**src/elink_defines.svh**
```systemverilog
`ifndef ELINK_DEFINES_SVH
`define ELINK_DEFINES_SVH

// Transaction field widths
`define ELINK_AW 32          // Address width
`define ELINK_DW 32          // Data width
`define ELINK_CW 4           // Ctrlmode width

// Path buffering
`define ELINK_FIFO_DEPTH 4   // Entries per path FIFO

// Shared memory geometry
`define ELINK_MEM_WORDS 256  // Depth in 32-bit words
`define ELINK_MEM_AW 8       // Word index, dstaddr bits 9..2

`endif

```
**src/elink_pkg.sv**
```systemverilog
`include "elink_defines.svh"

package elink_pkg;

   // Transfer size, code 2'b11 is reserved and handled as a word
   typedef enum logic [1:0] {
      BYTE = 2'b00,                      // Single lane
      HALF = 2'b01,                      // Lane pair
      WORD = 2'b10                       // All four lanes
   } datamode_e;

   typedef struct packed {
      datamode_e            datamode;    // Write size
      logic [`ELINK_CW-1:0] ctrlmode;    // Passed along, not used by memory
      logic [`ELINK_AW-1:0] dstaddr;     // Target byte address
      logic [`ELINK_DW-1:0] data;        // Write data, lane aligned
   } emesh_wr_t;

   typedef struct packed {
      datamode_e            datamode;    // Read size, response is always a word
      logic [`ELINK_CW-1:0] ctrlmode;    // Echoed in the response
      logic [`ELINK_AW-1:0] dstaddr;     // Address to read
      logic [`ELINK_AW-1:0] srcaddr;     // Where the response goes
   } emesh_rq_t;

   typedef struct packed {
      logic [`ELINK_CW-1:0] ctrlmode;    // Copied from the request
      logic [`ELINK_AW-1:0] dstaddr;     // Requester's srcaddr
      logic [`ELINK_DW-1:0] data;        // Whole word
   } emesh_rr_t;

   typedef struct packed {
      logic                 write;       // 1 write, 0 read
      datamode_e            datamode;
      logic [`ELINK_CW-1:0] ctrlmode;
      logic [`ELINK_AW-1:0] addr;        // Memory byte address
      logic [`ELINK_DW-1:0] data;        // Zero on reads
      logic [`ELINK_AW-1:0] retaddr;     // Zero on writes
   } mem_op_t;

endpackage

```
**src/emesh_arbiter.sv**
```systemverilog
`timescale 1ns/100ps
`include "elink_defines.svh"

module emesh_arbiter import elink_pkg::*; (
   input  logic      wr_valid,          // Write FIFO head
   output logic      wr_ready,
   input  emesh_wr_t wr_data,
   input  logic      rq_valid,          // Read-request FIFO head
   output logic      rq_ready,
   input  emesh_rq_t rq_data,
   output logic      op_valid,          // Merged memory port
   input  logic      op_ready,
   output mem_op_t   op
);

   // Write head always wins, keeps reads behind earlier writes
   assign op_valid = wr_valid | rq_valid;
   assign wr_ready = wr_valid & op_ready;
   assign rq_ready = ~wr_valid & op_ready;   // Read only when no write waits

   always_comb begin
      if (wr_valid) begin
         op.write    = 1'b1;
         op.datamode = wr_data.datamode;
         op.ctrlmode = wr_data.ctrlmode;
         op.addr     = wr_data.dstaddr;
         op.data     = wr_data.data;
         op.retaddr  = {`ELINK_AW{1'b0}};  // No response for writes
      end else begin
         op.write    = 1'b0;
         op.datamode = rq_data.datamode;
         op.ctrlmode = rq_data.ctrlmode;    // Echoed back to requester
         op.addr     = rq_data.dstaddr;
         op.data     = {`ELINK_DW{1'b0}};  // Reads carry no data
         op.retaddr  = rq_data.srcaddr;     // Response destination
      end
   end

   // Only one FIFO may pop per cycle, else the memory sees a lost op
   always_comb begin
      a_one_grant: assert final (!(wr_ready && rq_ready))
         else $error("emesh_arbiter granted both paths");
   end

endmodule

```
**config.mk**
```make
export PLATFORM = sky130hd
export DESIGN_NAME = emesh_arbiter
export DESIGN_NICKNAME = d
export VERILOG_FILES = /design/src/elink_pkg.sv /design/src/emesh_arbiter.sv
export VERILOG_INCLUDE_DIRS = /design/src
export SDC_FILE = /design/constraint.sdc
export NUM_CORES = 1
export LEC_CHECK = 0
export BUFFER_PORTS_ARGS = -buffer_cell sky130_fd_sc_hd__buf_2
export CELL_PAD_IN_SITES_DETAIL_PLACEMENT = 1
export CELL_PAD_IN_SITES_GLOBAL_PLACEMENT = 1
export CORE_MARGIN = 5
export CORE_UTILIZATION = 11
export DETAILED_ROUTE_END_ITERATION = 12
export PLACE_DENSITY_LB_ADDON = 0.1
export RECOVER_POWER = 100
export SYNTH_ARGS = -nofsm -noshare
export SYNTH_HDL_FRONTEND = slang
export SYNTH_SLANG_ARGS = --single-unit
export TNS_END_PERCENT = 1
```
**constraint.sdc**
```tcl
create_clock -name vclk -period 1
set_input_delay 0.2 -clock vclk [all_inputs]
set_output_delay 0.2 -clock vclk [all_outputs]
set_load 0.01 [all_outputs]
```
### After elaboration in Yosys (flattened, before gate mapping)

Index checks and enable logic that the tools add are counted.

* mux-type cells: 1
* bitwise logic cells: 4

Operator list (count)
* two-way mux 103 bit: 1
* AND 1 bit: 2
* NOT 1 bit: 1
* bitwise OR 1 bit: 1

* flip-flop bits (word level): 0
* output and inout port bits: 106

### Logic depth before layout (Yosys ltp)

* word-level depth: 2
* gate-level depth with buffers: 4

### Worst setup path after synthesis

No wires, ideal clock.

* kind: input to output
* from: in wr_valid
* to: out op_valid
* arrival time: 0.817 ns
* setup slack: -0.017 ns
* stages: 4
* path through: buf_6 -> buf_6 -> buf_6 -> or2_1

* cells in the longest elaborated chain, start to end: 1

Ends and longest elaborated chain
* start, declared: RTL line emesh_arbiter.sv:5 `input logic wr_valid,`
* bitwise OR 1 bit: RTL line emesh_arbiter.sv:17 `assign op_valid = wr_valid | rq_valid;`
* end, declared: RTL line emesh_arbiter.sv:11 `output logic op_valid,`

No other way between the ends.

==> results.cfg <==
[finish]
nClkBuffers = 0
n_sequential_cell = 0
stdcell_count = 476
n_antenna_cell = 0
final_common_cell = buf_2
nFillCells = 1054
area.growth.synth_to_final_pct = 219
final_cell_mix = 191 x buf_2, 56 x buf_6, 38 x mux2_4, 33 x nor2b_1, 17 x and2_4
final_util_pct = 35.4
final_nets = 513
multi_input_area_mm2 = 0.00103
drive_above_1_share_pct = 86.4
seqCellArea_um2 = 0

[status]
violations = setup timing
outcome = complete, but fails checks

[floorplan]
die_h_um = 103
dieArea_mm2 = 0.0106
rows = 34
io_pins = 249
start_util_pct = 11.1
core_mm2 = 0.00859
dieWidth_um = 103

[sta]
max_clock_freq_mhz = 874
tightest_slew_ns = 0.143
fin_crit_sh_pct = 114
tns_ns = -9.22
min_period_ns = 1.14
slew_headroom_pct = 90.5
hold_viol = 0
rsz0062_at_grt = yes
setup_viol = 90
finalWorstSetupSlack_ns = -0.144
drv_slew = 0

[route]
vias = 1866
wirelength_um = 7490
ant_nets = 0
vias_per_cell = 3.92
wire_per_inst_um = 15.7
drcViolationCount = 0
drtIter0Drc = 6
dr.pass1.iters = 4

[setup_path]
path_max_fanout = 8
path_class = in2out
worst_ep_arrival_time_ns = 0.94
worstPathRequired_ns = 0.80
cp-start-kind = input pin
cp-end-kind = primary output

[synth]
synth_top_cells_by_area = mux2_2 45%, and2_1 22%, nor2b_1 22%
netlist_area_um2 = 953
yosys.area.top_type = mux2_2
synth.top_cell.area_share_pct = 44.9
syn_inst = 118
ys_types = 9
syn-num-nets = 261
synth_seq_area_share_pct = 0
syn_avg_cell_area_um2 = 8.08
yosys_warnings = 0

[place]
place_congestion = 0.708
io_buffers = 249
dp_cells = 468
dp_hpwl_um = 5860

[global_route]
grt_pass1_vias = 1903
antenna_found_initial = 0
grt_start_max_net_pins = 29
overflow = 0
grt_pass1_wl_um = 9540
globalRouteTotalUtil_pct = 11.4

[cts]
holdBufCountCts = 0

[pwr]
irDropWorstVdd_uv = 169
p_total_mw = 1.45
power_density_mw_per_mm2 = 477
p_leak_nw = 1.78

[worst_hold_path]
hp-class = in2out
holdPathStages = 3

[job]
cap_viol_max_count = 0
==> area by class of cell <==
type / count / share of cell area [%]
Timing Repair Buffer: 263 / 61.5
Multi-Input combinational cell: 105 / 34.1
Tap cell: 108 / 4.45
==> stage by stage <==
stage	area (um2)	worst slack (ns)	hold slack (ns)
after floorplan	956	-0.00838	0.492
after global placement	2320	-0.219	0.691
after detailed placement	2320	-0.226	0.689
after CTS	2890	-0.153	0.669
after global routing	3040	-0.168	0.674
final	3040	-0.144	0.666
==> final timing paths <==
| check | end | start |
|---|---|---|
| setup / recovery | op[90] | wr_valid |
| hold / removal | op_valid | rq_valid |
==> cell families (layout without fill, tap and decap cells) <==
family / count (synthesis) / after routing / synth area share [%]
and+or+nand+nor: 67 / 67 / 44.0
muxes: 38 / 38 / 44.9
buffers and inverters: 13 / 263 / 11.2
==> metal layers <==
metal / vias to the layer above / GRT usage, % / part of all wire (%)
li1: 888 / - / -
met2: 147 / 22.9 / 53
met5: - / 0 / 0
met1: 829 / 11.4 / 32
met4: 0 / 0.398 / 0.24
met3: 2 / 4.53 / 16
==> cells in the mapped netlist <==
cell / instances
buf_6: 6
nor2b_1: 33
buf_2: 2
and2_1: 33
clkbuf_1: 1
clkbuf_2: 2
buf_4: 2
mux2_2: 38
or2_1: 1
==> power breakdown <==
group / total, mW / internal (mW) / leakage (nW) / switching, mW
combinational: 1.45 / 0.921 / 1.78 / 0.529
sequential: 0 / 0 / 0 / 0
clock: 0 / 0 / 0 / 0
==> critical path, cell delays in order <==
cell,delay [ns]
buf_16,0.14
buf_12,0.16
mux2_4,0.32
buf_6,0.12
==> what timing repair did <==
item | 4_1_cts | 5_1_grt
gates cloned | 5 | 1
setup endpoints to repair | 87 | 90
gates resized for setup | 92 | 30
buffers inserted | 2 | 0
endpoints found under the hold margin | 0 | 0
No activity file was read; power rests on OpenSTA's default activity.
