===== config.mk =====
export PLATFORM = sky130hd
export DESIGN_NAME = emesh_fifo
export DESIGN_NICKNAME = d
export VERILOG_FILES = /design/src/elink_pkg.sv /design/src/emesh_fifo.sv
export VERILOG_INCLUDE_DIRS = /design/src
export SDC_FILE = /design/constraint.sdc
export NUM_CORES = 1
export LEC_CHECK = 0
export BUFFER_PORTS_ARGS = -buffer_cell sky130_fd_sc_hd__buf_2
export CAP_MARGIN = 5
export CELL_PAD_IN_SITES_DETAIL_PLACEMENT = 2
export CELL_PAD_IN_SITES_GLOBAL_PLACEMENT = 2
export CORE_MARGIN = 5
export CORE_UTILIZATION = 45
export DETAILED_ROUTE_END_ITERATION = 12
export HOLD_SLACK_MARGIN = 0.03
export PLACE_DENSITY = 0.79
export SYNTH_ARGS = -nofsm -noshare
export SYNTH_HDL_FRONTEND = slang
export SYNTH_SLANG_ARGS = --single-unit

===== constraint.sdc =====
create_clock -name clkin -period 3 [get_ports clkin]
set_input_delay 0 -clock clkin [delete_from_list [all_inputs] [get_ports clkin]]
set_output_delay 0 -clock clkin [all_outputs]
set_load 0.03 [all_outputs]

===== src/elink_defines.svh =====
`ifndef ELINK_DEFINES_SVH
`define ELINK_DEFINES_SVH

// Transaction field widths
`define ELINK_AW 32          // Address width
`define ELINK_DW 32          // Data width
`define ELINK_CW 4           // Ctrlmode width

// Path buffering
`define ELINK_FIFO_DEPTH 4   // Entries per path FIFO

// Shared memory geometry
`define ELINK_MEM_WORDS 256  // Depth in 32-bit words
`define ELINK_MEM_AW 8       // Word index, dstaddr bits 9..2

`endif


===== src/elink_pkg.sv =====
`include "elink_defines.svh"

package elink_pkg;

   // Transfer size, code 2'b11 is reserved and handled as a word
   typedef enum logic [1:0] {
      BYTE = 2'b00,                      // Single lane
      HALF = 2'b01,                      // Lane pair
      WORD = 2'b10                       // All four lanes
   } datamode_e;

   typedef struct packed {
      datamode_e            datamode;    // Write size
      logic [`ELINK_CW-1:0] ctrlmode;    // Passed along, not used by memory
      logic [`ELINK_AW-1:0] dstaddr;     // Target byte address
      logic [`ELINK_DW-1:0] data;        // Write data, lane aligned
   } emesh_wr_t;

   typedef struct packed {
      datamode_e            datamode;    // Read size, response is always a word
      logic [`ELINK_CW-1:0] ctrlmode;    // Echoed in the response
      logic [`ELINK_AW-1:0] dstaddr;     // Address to read
      logic [`ELINK_AW-1:0] srcaddr;     // Where the response goes
   } emesh_rq_t;

   typedef struct packed {
      logic [`ELINK_CW-1:0] ctrlmode;    // Copied from the request
      logic [`ELINK_AW-1:0] dstaddr;     // Requester's srcaddr
      logic [`ELINK_DW-1:0] data;        // Whole word
   } emesh_rr_t;

   typedef struct packed {
      logic                 write;       // 1 write, 0 read
      datamode_e            datamode;
      logic [`ELINK_CW-1:0] ctrlmode;
      logic [`ELINK_AW-1:0] addr;        // Memory byte address
      logic [`ELINK_DW-1:0] data;        // Zero on reads
      logic [`ELINK_AW-1:0] retaddr;     // Zero on writes
   } mem_op_t;

endpackage


===== src/emesh_fifo.sv =====
`timescale 1ns/100ps
`include "elink_defines.svh"

module emesh_fifo import elink_pkg::*; #(
   parameter type payload_t = emesh_wr_t,         // Item carried by this path
   parameter int  DEPTH     = `ELINK_FIFO_DEPTH   // Number of slots
) (
   input  logic     clkin,
   input  logic     reset,
   input  logic     in_valid,                     // Push side
   output logic     in_ready,
   input  payload_t in_data,
   output logic     out_valid,                    // Pop side, head of queue
   input  logic     out_ready,
   output payload_t out_data
);

   localparam int              PW         = (DEPTH > 1) ? $clog2(DEPTH) : 1;
   localparam int              CNTW       = $clog2(DEPTH + 1);
   localparam logic [PW-1:0]   LAST_PTR   = PW'(DEPTH - 1);
   localparam logic [CNTW-1:0] FULL_COUNT = CNTW'(DEPTH);

   payload_t        slots [DEPTH];                // Circular storage
   logic [PW-1:0]   wr_ptr;                       // Next slot to fill
   logic [PW-1:0]   rd_ptr;                       // Current head
   logic [CNTW-1:0] count;                        // Occupancy
   logic            push;
   logic            pop;

   assign in_ready  = (count != FULL_COUNT);      // Room left
   assign out_valid = (count != '0);              // Registered state only
   assign out_data  = slots[rd_ptr];              // Stable until popped
   assign push      = in_valid & in_ready;
   assign pop       = out_valid & out_ready;

   // Storage, no reset needed
   always_ff @(posedge clkin) begin
      if (push) begin
         slots[wr_ptr] <= in_data;
      end
   end

   always_ff @(posedge clkin or posedge reset) begin
      if (reset) begin
         wr_ptr <= '0;
         rd_ptr <= '0;
         count  <= '0;
      end else begin
         if (push) begin
            wr_ptr <= (wr_ptr == LAST_PTR) ? '0 : wr_ptr + 1'b1;  // Wrap at depth
         end
         if (pop) begin
            rd_ptr <= (rd_ptr == LAST_PTR) ? '0 : rd_ptr + 1'b1;
         end
         count <= count + CNTW'(push) - CNTW'(pop);              // Push and pop may coincide
      end
   end

   // Pointers meet only when empty or full, any overflow or underflow breaks this
   a_ptr_sync: assert property (@(posedge clkin) disable iff (reset)
      ((count == '0) || (count == FULL_COUNT)) == (wr_ptr == rd_ptr))
      else $error("emesh_fifo pointers out of step with occupancy");

   a_count_bound: assert property (@(posedge clkin) disable iff (reset)
      count <= FULL_COUNT)
      else $error("emesh_fifo occupancy above depth");

endmodule


**Word level (Yosys, flattened, before mapping)**

Memories as Yosys holds them, arrays and structs flattened.
Index checks and enable logic that the tools add are counted.

- Add/subtract/negate cells: 4
- Multiply operators: 0
- Divide/modulo/power cells: 0
- Order comparisons: 0
- Equality and inequality tests: 3
- Shift operators: 0
- Multiplexer cells: 4
- Bitwise gates (word level): 2
- Reduce and logical (&&, ||, !) cells: 1

Operators with widths:

| operator | number |
|---|---|
| adder 2 x 1 -> 2 bit (second input constant) | 2 |
| equality test 2 bit (second input constant) | 2 |
| two-way mux 2 bit | 2 |
| adder 3 x 1 -> 3 bit | 1 |
| inequality test 3 bit (second input constant) | 1 |
| nonzero test 3 bit | 1 |
| subtractor 3 x 1 -> 3 bit | 1 |
| AND 1 bit | 2 |
| two-way mux 1 bit | 2 |

- Bits in registers: 7
- Bits in latches: 0
- Memory bits (writable): 280
- Memory bits (read-only): 0
- Bits of input ports: 74
- Word-level logic and storage cells: 18
- Memories kept: 1

Memory list:

| memory | depth | bits a word | read ports | clocked after Yosys merged registers in | write ports | line | text |
|---|---|---|---|---|---|---|---|
| slots | 4 | 70 | 1 | 0 | 1 | emesh_fifo.sv:23 | `payload_t slots [DEPTH];` |

**Logic depth before layout (Yosys ltp)**

- Depth after elaboration: 4
- Gate-level depth with buffers: 10
- Depth with buffers taken out: 10

**Worst setup path after synthesis**

OpenSTA, ideal clock, no wires.

- Path kind: reg2reg
- From: register count[1]
- To: register count[2]
- Setup time: 0.123 ns
- Data arrival time: 2.275 ns
- Slack: 0.603 ns
- Cell stages (with the launch flop): 11
- Path buffers: 0
- Clock period less this slack: 2.397 ns
- Cell sequence: dfrtp_1 -> or3_2 -> nand2_1 -> inv_1 -> ha_1 -> inv_1 -> ha_1 -> inv_1 -> fa_1 -> xnor2_1 -> xnor2_1

- Elaborated cells on any way between the ends: 6

RTL lines:

| item | line | text |
|---|---|---|
| start: declaration | emesh_fifo.sv:26 | `logic [CNTW-1:0] count;` |
| start signal: assignment | emesh_fifo.sv:55 | `count <= count + CNTW'(push) - CNTW'(pop);` |
| nonzero test 3 bit | emesh_fifo.sv:31 | `assign out_valid = (count != '0);` |
| named net out_valid | emesh_fifo.sv:13 | `output logic out_valid,` |
| AND 1 bit | emesh_fifo.sv:34 | `assign pop = out_valid & out_ready;` |
| named net pop | emesh_fifo.sv:28 | `logic pop;` |
| subtractor 3 x 1 -> 3 bit | emesh_fifo.sv:55 |  |

The timed path passes the listed nets, and every way through them passes these cells.
A chain may end at the register's enable or synchronous reset.

**Final worst setup path**

- From: register count[1]
- To: register count[2]

- Elaborated cells on any way between the ends: 6

RTL lines:

| item | line |
|---|---|
| nonzero test 3 bit | emesh_fifo.sv:31 |
| AND 1 bit | emesh_fifo.sv:34 |
| named net pop | emesh_fifo.sv:28 |
| subtractor 3 x 1 -> 3 bit | emesh_fifo.sv:55 |

The timed path passes the listed nets, and every way through them passes these cells.

==> reports/qor.yml <==
critical_path:
  cp_data_required_time_ps: 3460
  criticalPathCategory: "reg -> reg"
  reg2regPathDepth: 10
  max_stage_delay_ps: 500
  cpMaxStageDelayCell: "or3_2"
  worstSetupStartpointType: "register"
  cp.depth: 10
  cp_top_family: "adder cells"
  crit_buf_inv: 3
  arrival_ps: 2970
  cpMostUsedCell: "inv_1"
  crit_chain: "or3_2, nand2_1, inv_1, ha_1, inv_1, ha_1, inv_1, fa_1, xnor2_1, xnor2_1"
  crit_fanout: 4
  end_kind: "register"
run_status:
  outcome: "complete, no violations"
placement:
  port_buffers: 145
  dp.cells: 861
  gp_congestion: 0.726
  dp.final_hpwl_um: 15700
synth:
  synth.area.mux_share_pct: 15.5
  synth_top_family_by_area: "multiplexers"
  synth_top_area_share_pct: 79.9
  synth_area_mm2: 0.0105
  ys_seq_area_share_pct: 81.5
  yosysUniqueCellTypes: 18
  ys_warn_count: 0
  synth_compound_area_share_pct: 0
  yosys-top-cells-area: "edfxtp_1 80%, mux4_2 15%, dfrtp_1 1.7%"
  synth_cells: 405
  synth-xor-area-share_pct: 0.166
  synth_area_leader_cell: "edfxtp_1"
  synthSimpleGateAreaFrac_pct: 0.654
  synth_area_per_cell_um2: 26.0
  syn_nets: 487
  synth_seq_cells: 287
  yosys.area_share.adder_pct: 1.02
clock_tree:
  cts_max_level: 1
  cts_tree: "yes"
  cts.sinks: 287
  clock_path_buffers: 3
  cts_buffers: 30
  post_cts_resize_count: 0
  clkTransAtPathRegs_ps: 60
  clk_latency_ps: 540
  cts-root-buf: "clkbuf_16"
sta:
  worstMarginPinSlew_ps: 693
  fin_setup_tns_ps: 0
  setup_viol: 0
  rsz0062_at_grt: "no"
  relSlewSlack_pct: 53.8
  clock.fmax_mhz: 398
  period_share_pct: 83.8
  holdWs_ps: 218
  clock_skew_ps: 5.25
  hold_violations: 0
  fin_crit_ps: 2510
  slew_viol_final: 0
die:
  fp.dieW_um: 163
  start_util_pct: 45.3
  core-area_mm2: 0.0233
  die_h_um: 163
  num_io_pins: 146
  rows: 56
  die_area_mm2: 0.0266
final_layout:
  multi_input_area_mm2: 0.00184
  nets: 730
  ff_latch_area_mm2: 0.00859
  layoutNonFillerInstCount: 990
  antenna-diode-count: 0
  nFillCells: 1923
  drive_above_1_share_pct: 41.3
  syn2layout_area_growth_pct: 26.7
power:
  intPower_mw: 8.97
  p_leak_nw: 4.63
  pwr-share-seq_pct: 41.6
  power_density_mw_per_mm2: 1030
  pwr-share-comb_pct: 34.2
  clkPwrFrac_pct: 24.1
  peakVddDrop_uv: 680
  switching_share_pct: 34.8
  p_sw_mw: 4.80
run:
  maxCapViolCount: 0
worst_hold_path:
  hp-class: "in -> reg"
  min_delay_path_depth: 2
routing:
  drtPass1Iterations: 5
  num_vias: 5124
  wire_per_inst_um: 25.1
  ant_nets: 0
  drc: 0
  routed_via_density: 5.18
  drt-initial-drc-count: 381
  totalWireLength_um: 24900
grt:
  first_global_vias: 5937
  grt_antenna_before_repair: 2
  grt_first_pass_wirelength_um: 38000
  grt_overflow: 0
  grt.total_usage_pct: 19.1
  grt_max_degree: 44
-- cells by family after synthesis --
| kind of cell | after synthesis |
|---|---|
| flip-flops | 287 |
| multiplexers | 74 |
| buffers and inverters | 24 |
| AND/OR/NAND/NOR | 10 |
| adder cells (fa/ha/maj) | 8 |
| XOR/XNOR | 2 |
-- state kept, by name (all words and copies together) (netlist names) --
signal,flops
count,3
rd_ptr,2
slots,280
wr_ptr,2
-- cell usage in the layout, fill, tap and decap left out --
cell type      instances
and2_4                 1
and3_4                 4
buf_12                 6
buf_2                145
buf_4                  2
clkbuf_1               8
clkbuf_16             31
clkinv_1               6
clkinv_2              10
dfrtp_1                5
dfrtp_4                2
dlygate4sd3_1         74
edfxtp_1             280
fa_1                   1
ha_1                   7
inv_1                  8
mux2_2                 2
mux2_4                 2
mux4_2                70
nand2_1                1
nor2_1                 2
or3_2                  1
or3b_4                 1
xnor2_1                2
-- power groups by stage --
stage               Clock, mW  Sequential (mW)  Combinational, mW
floorplan                   0             5.51               3.44
global placement            0             5.70               4.59
detailed placement          0             5.83               4.71
CTS                      3.40             5.75               4.81
global route             3.63             5.80               4.98
finish                   3.32             5.73               4.72
-- cell usage after synthesis --
library cell,count
and3_2,4
clkbuf_1,6
xnor2_1,2
mux4_2,70
mux2_2,2
inv_1,8
and2_4,1
fa_1,1
dfrtp_1,7
ha_1,7
or3b_4,1
edfxtp_1,280
nand2_1,1
or3_2,1
mux2_4,2
buf_2,3
nor2_1,2
buf_4,7
-- metal layers --
| layer | vias up | part of all wire [%] | global-route usage, % |
|---|---|---|---|
| li1 | 2224 | - | - |
| met1 | 2717 | 40 | 24.9 |
| met2 | 148 | 53 | 33.9 |
| met3 | 31 | 5.7 | 3.97 |
| met4 | 4 | 1.2 | 3.24 |
| met5 | - | 0.10 | 0 |
-- per-stage QoR --
stage               utilization (%)  setup WS [ps]  power [mW]  area, µm²
floorplan                         -            603        8.95      10500
global placement               50.4            661        10.3      11700
detailed placement             50.4            525        10.5      11700
CTS                            57.3            501        14.0      13300
global route                   57.3            414        14.4      13300
finish                         57.3            487        13.8      13300
-- path summary, 6_finish.rpt --
path,start,endpoint,slack [ps]
max,count[1]$_DFF_PP0_,count[2]$_DFF_PP0_,490
min in group asynchronous,reset,rd_ptr[1]$_DFFE_PP0P_,540
min reg2reg,count[2]$_DFF_PP0_,count[2]$_DFF_PP0_,500
max in group asynchronous,reset,rd_ptr[0]$_DFFE_PP0P_,2210
min,in_data[16],slots[2][16]$_DFFE_PP_,220
max reg2reg,count[1]$_DFF_PP0_,count[2]$_DFF_PP0_,490
-- repair_timing --
item | 4_1_cts | 5_1_grt
buffers inserted | 0 | 0
hold endpoints to repair | 291 | 0
endpoints found under the setup margin | 0 | 0
hold buffers | 74 | 0
-- area by class of cell --
class | count | share of cell area (%)
Sequential cell | 287 | 64.4
Multi-Input combinational cell | 94 | 13.8
Timing Repair Buffer | 227 | 12.0
Clock buffer | 39 | 6.04
Tap cell | 319 | 2.99
Clock inverter | 16 | 0.544
Inverter | 8 | 0.225
Note: power is estimated with default switching activity, not from simulation.
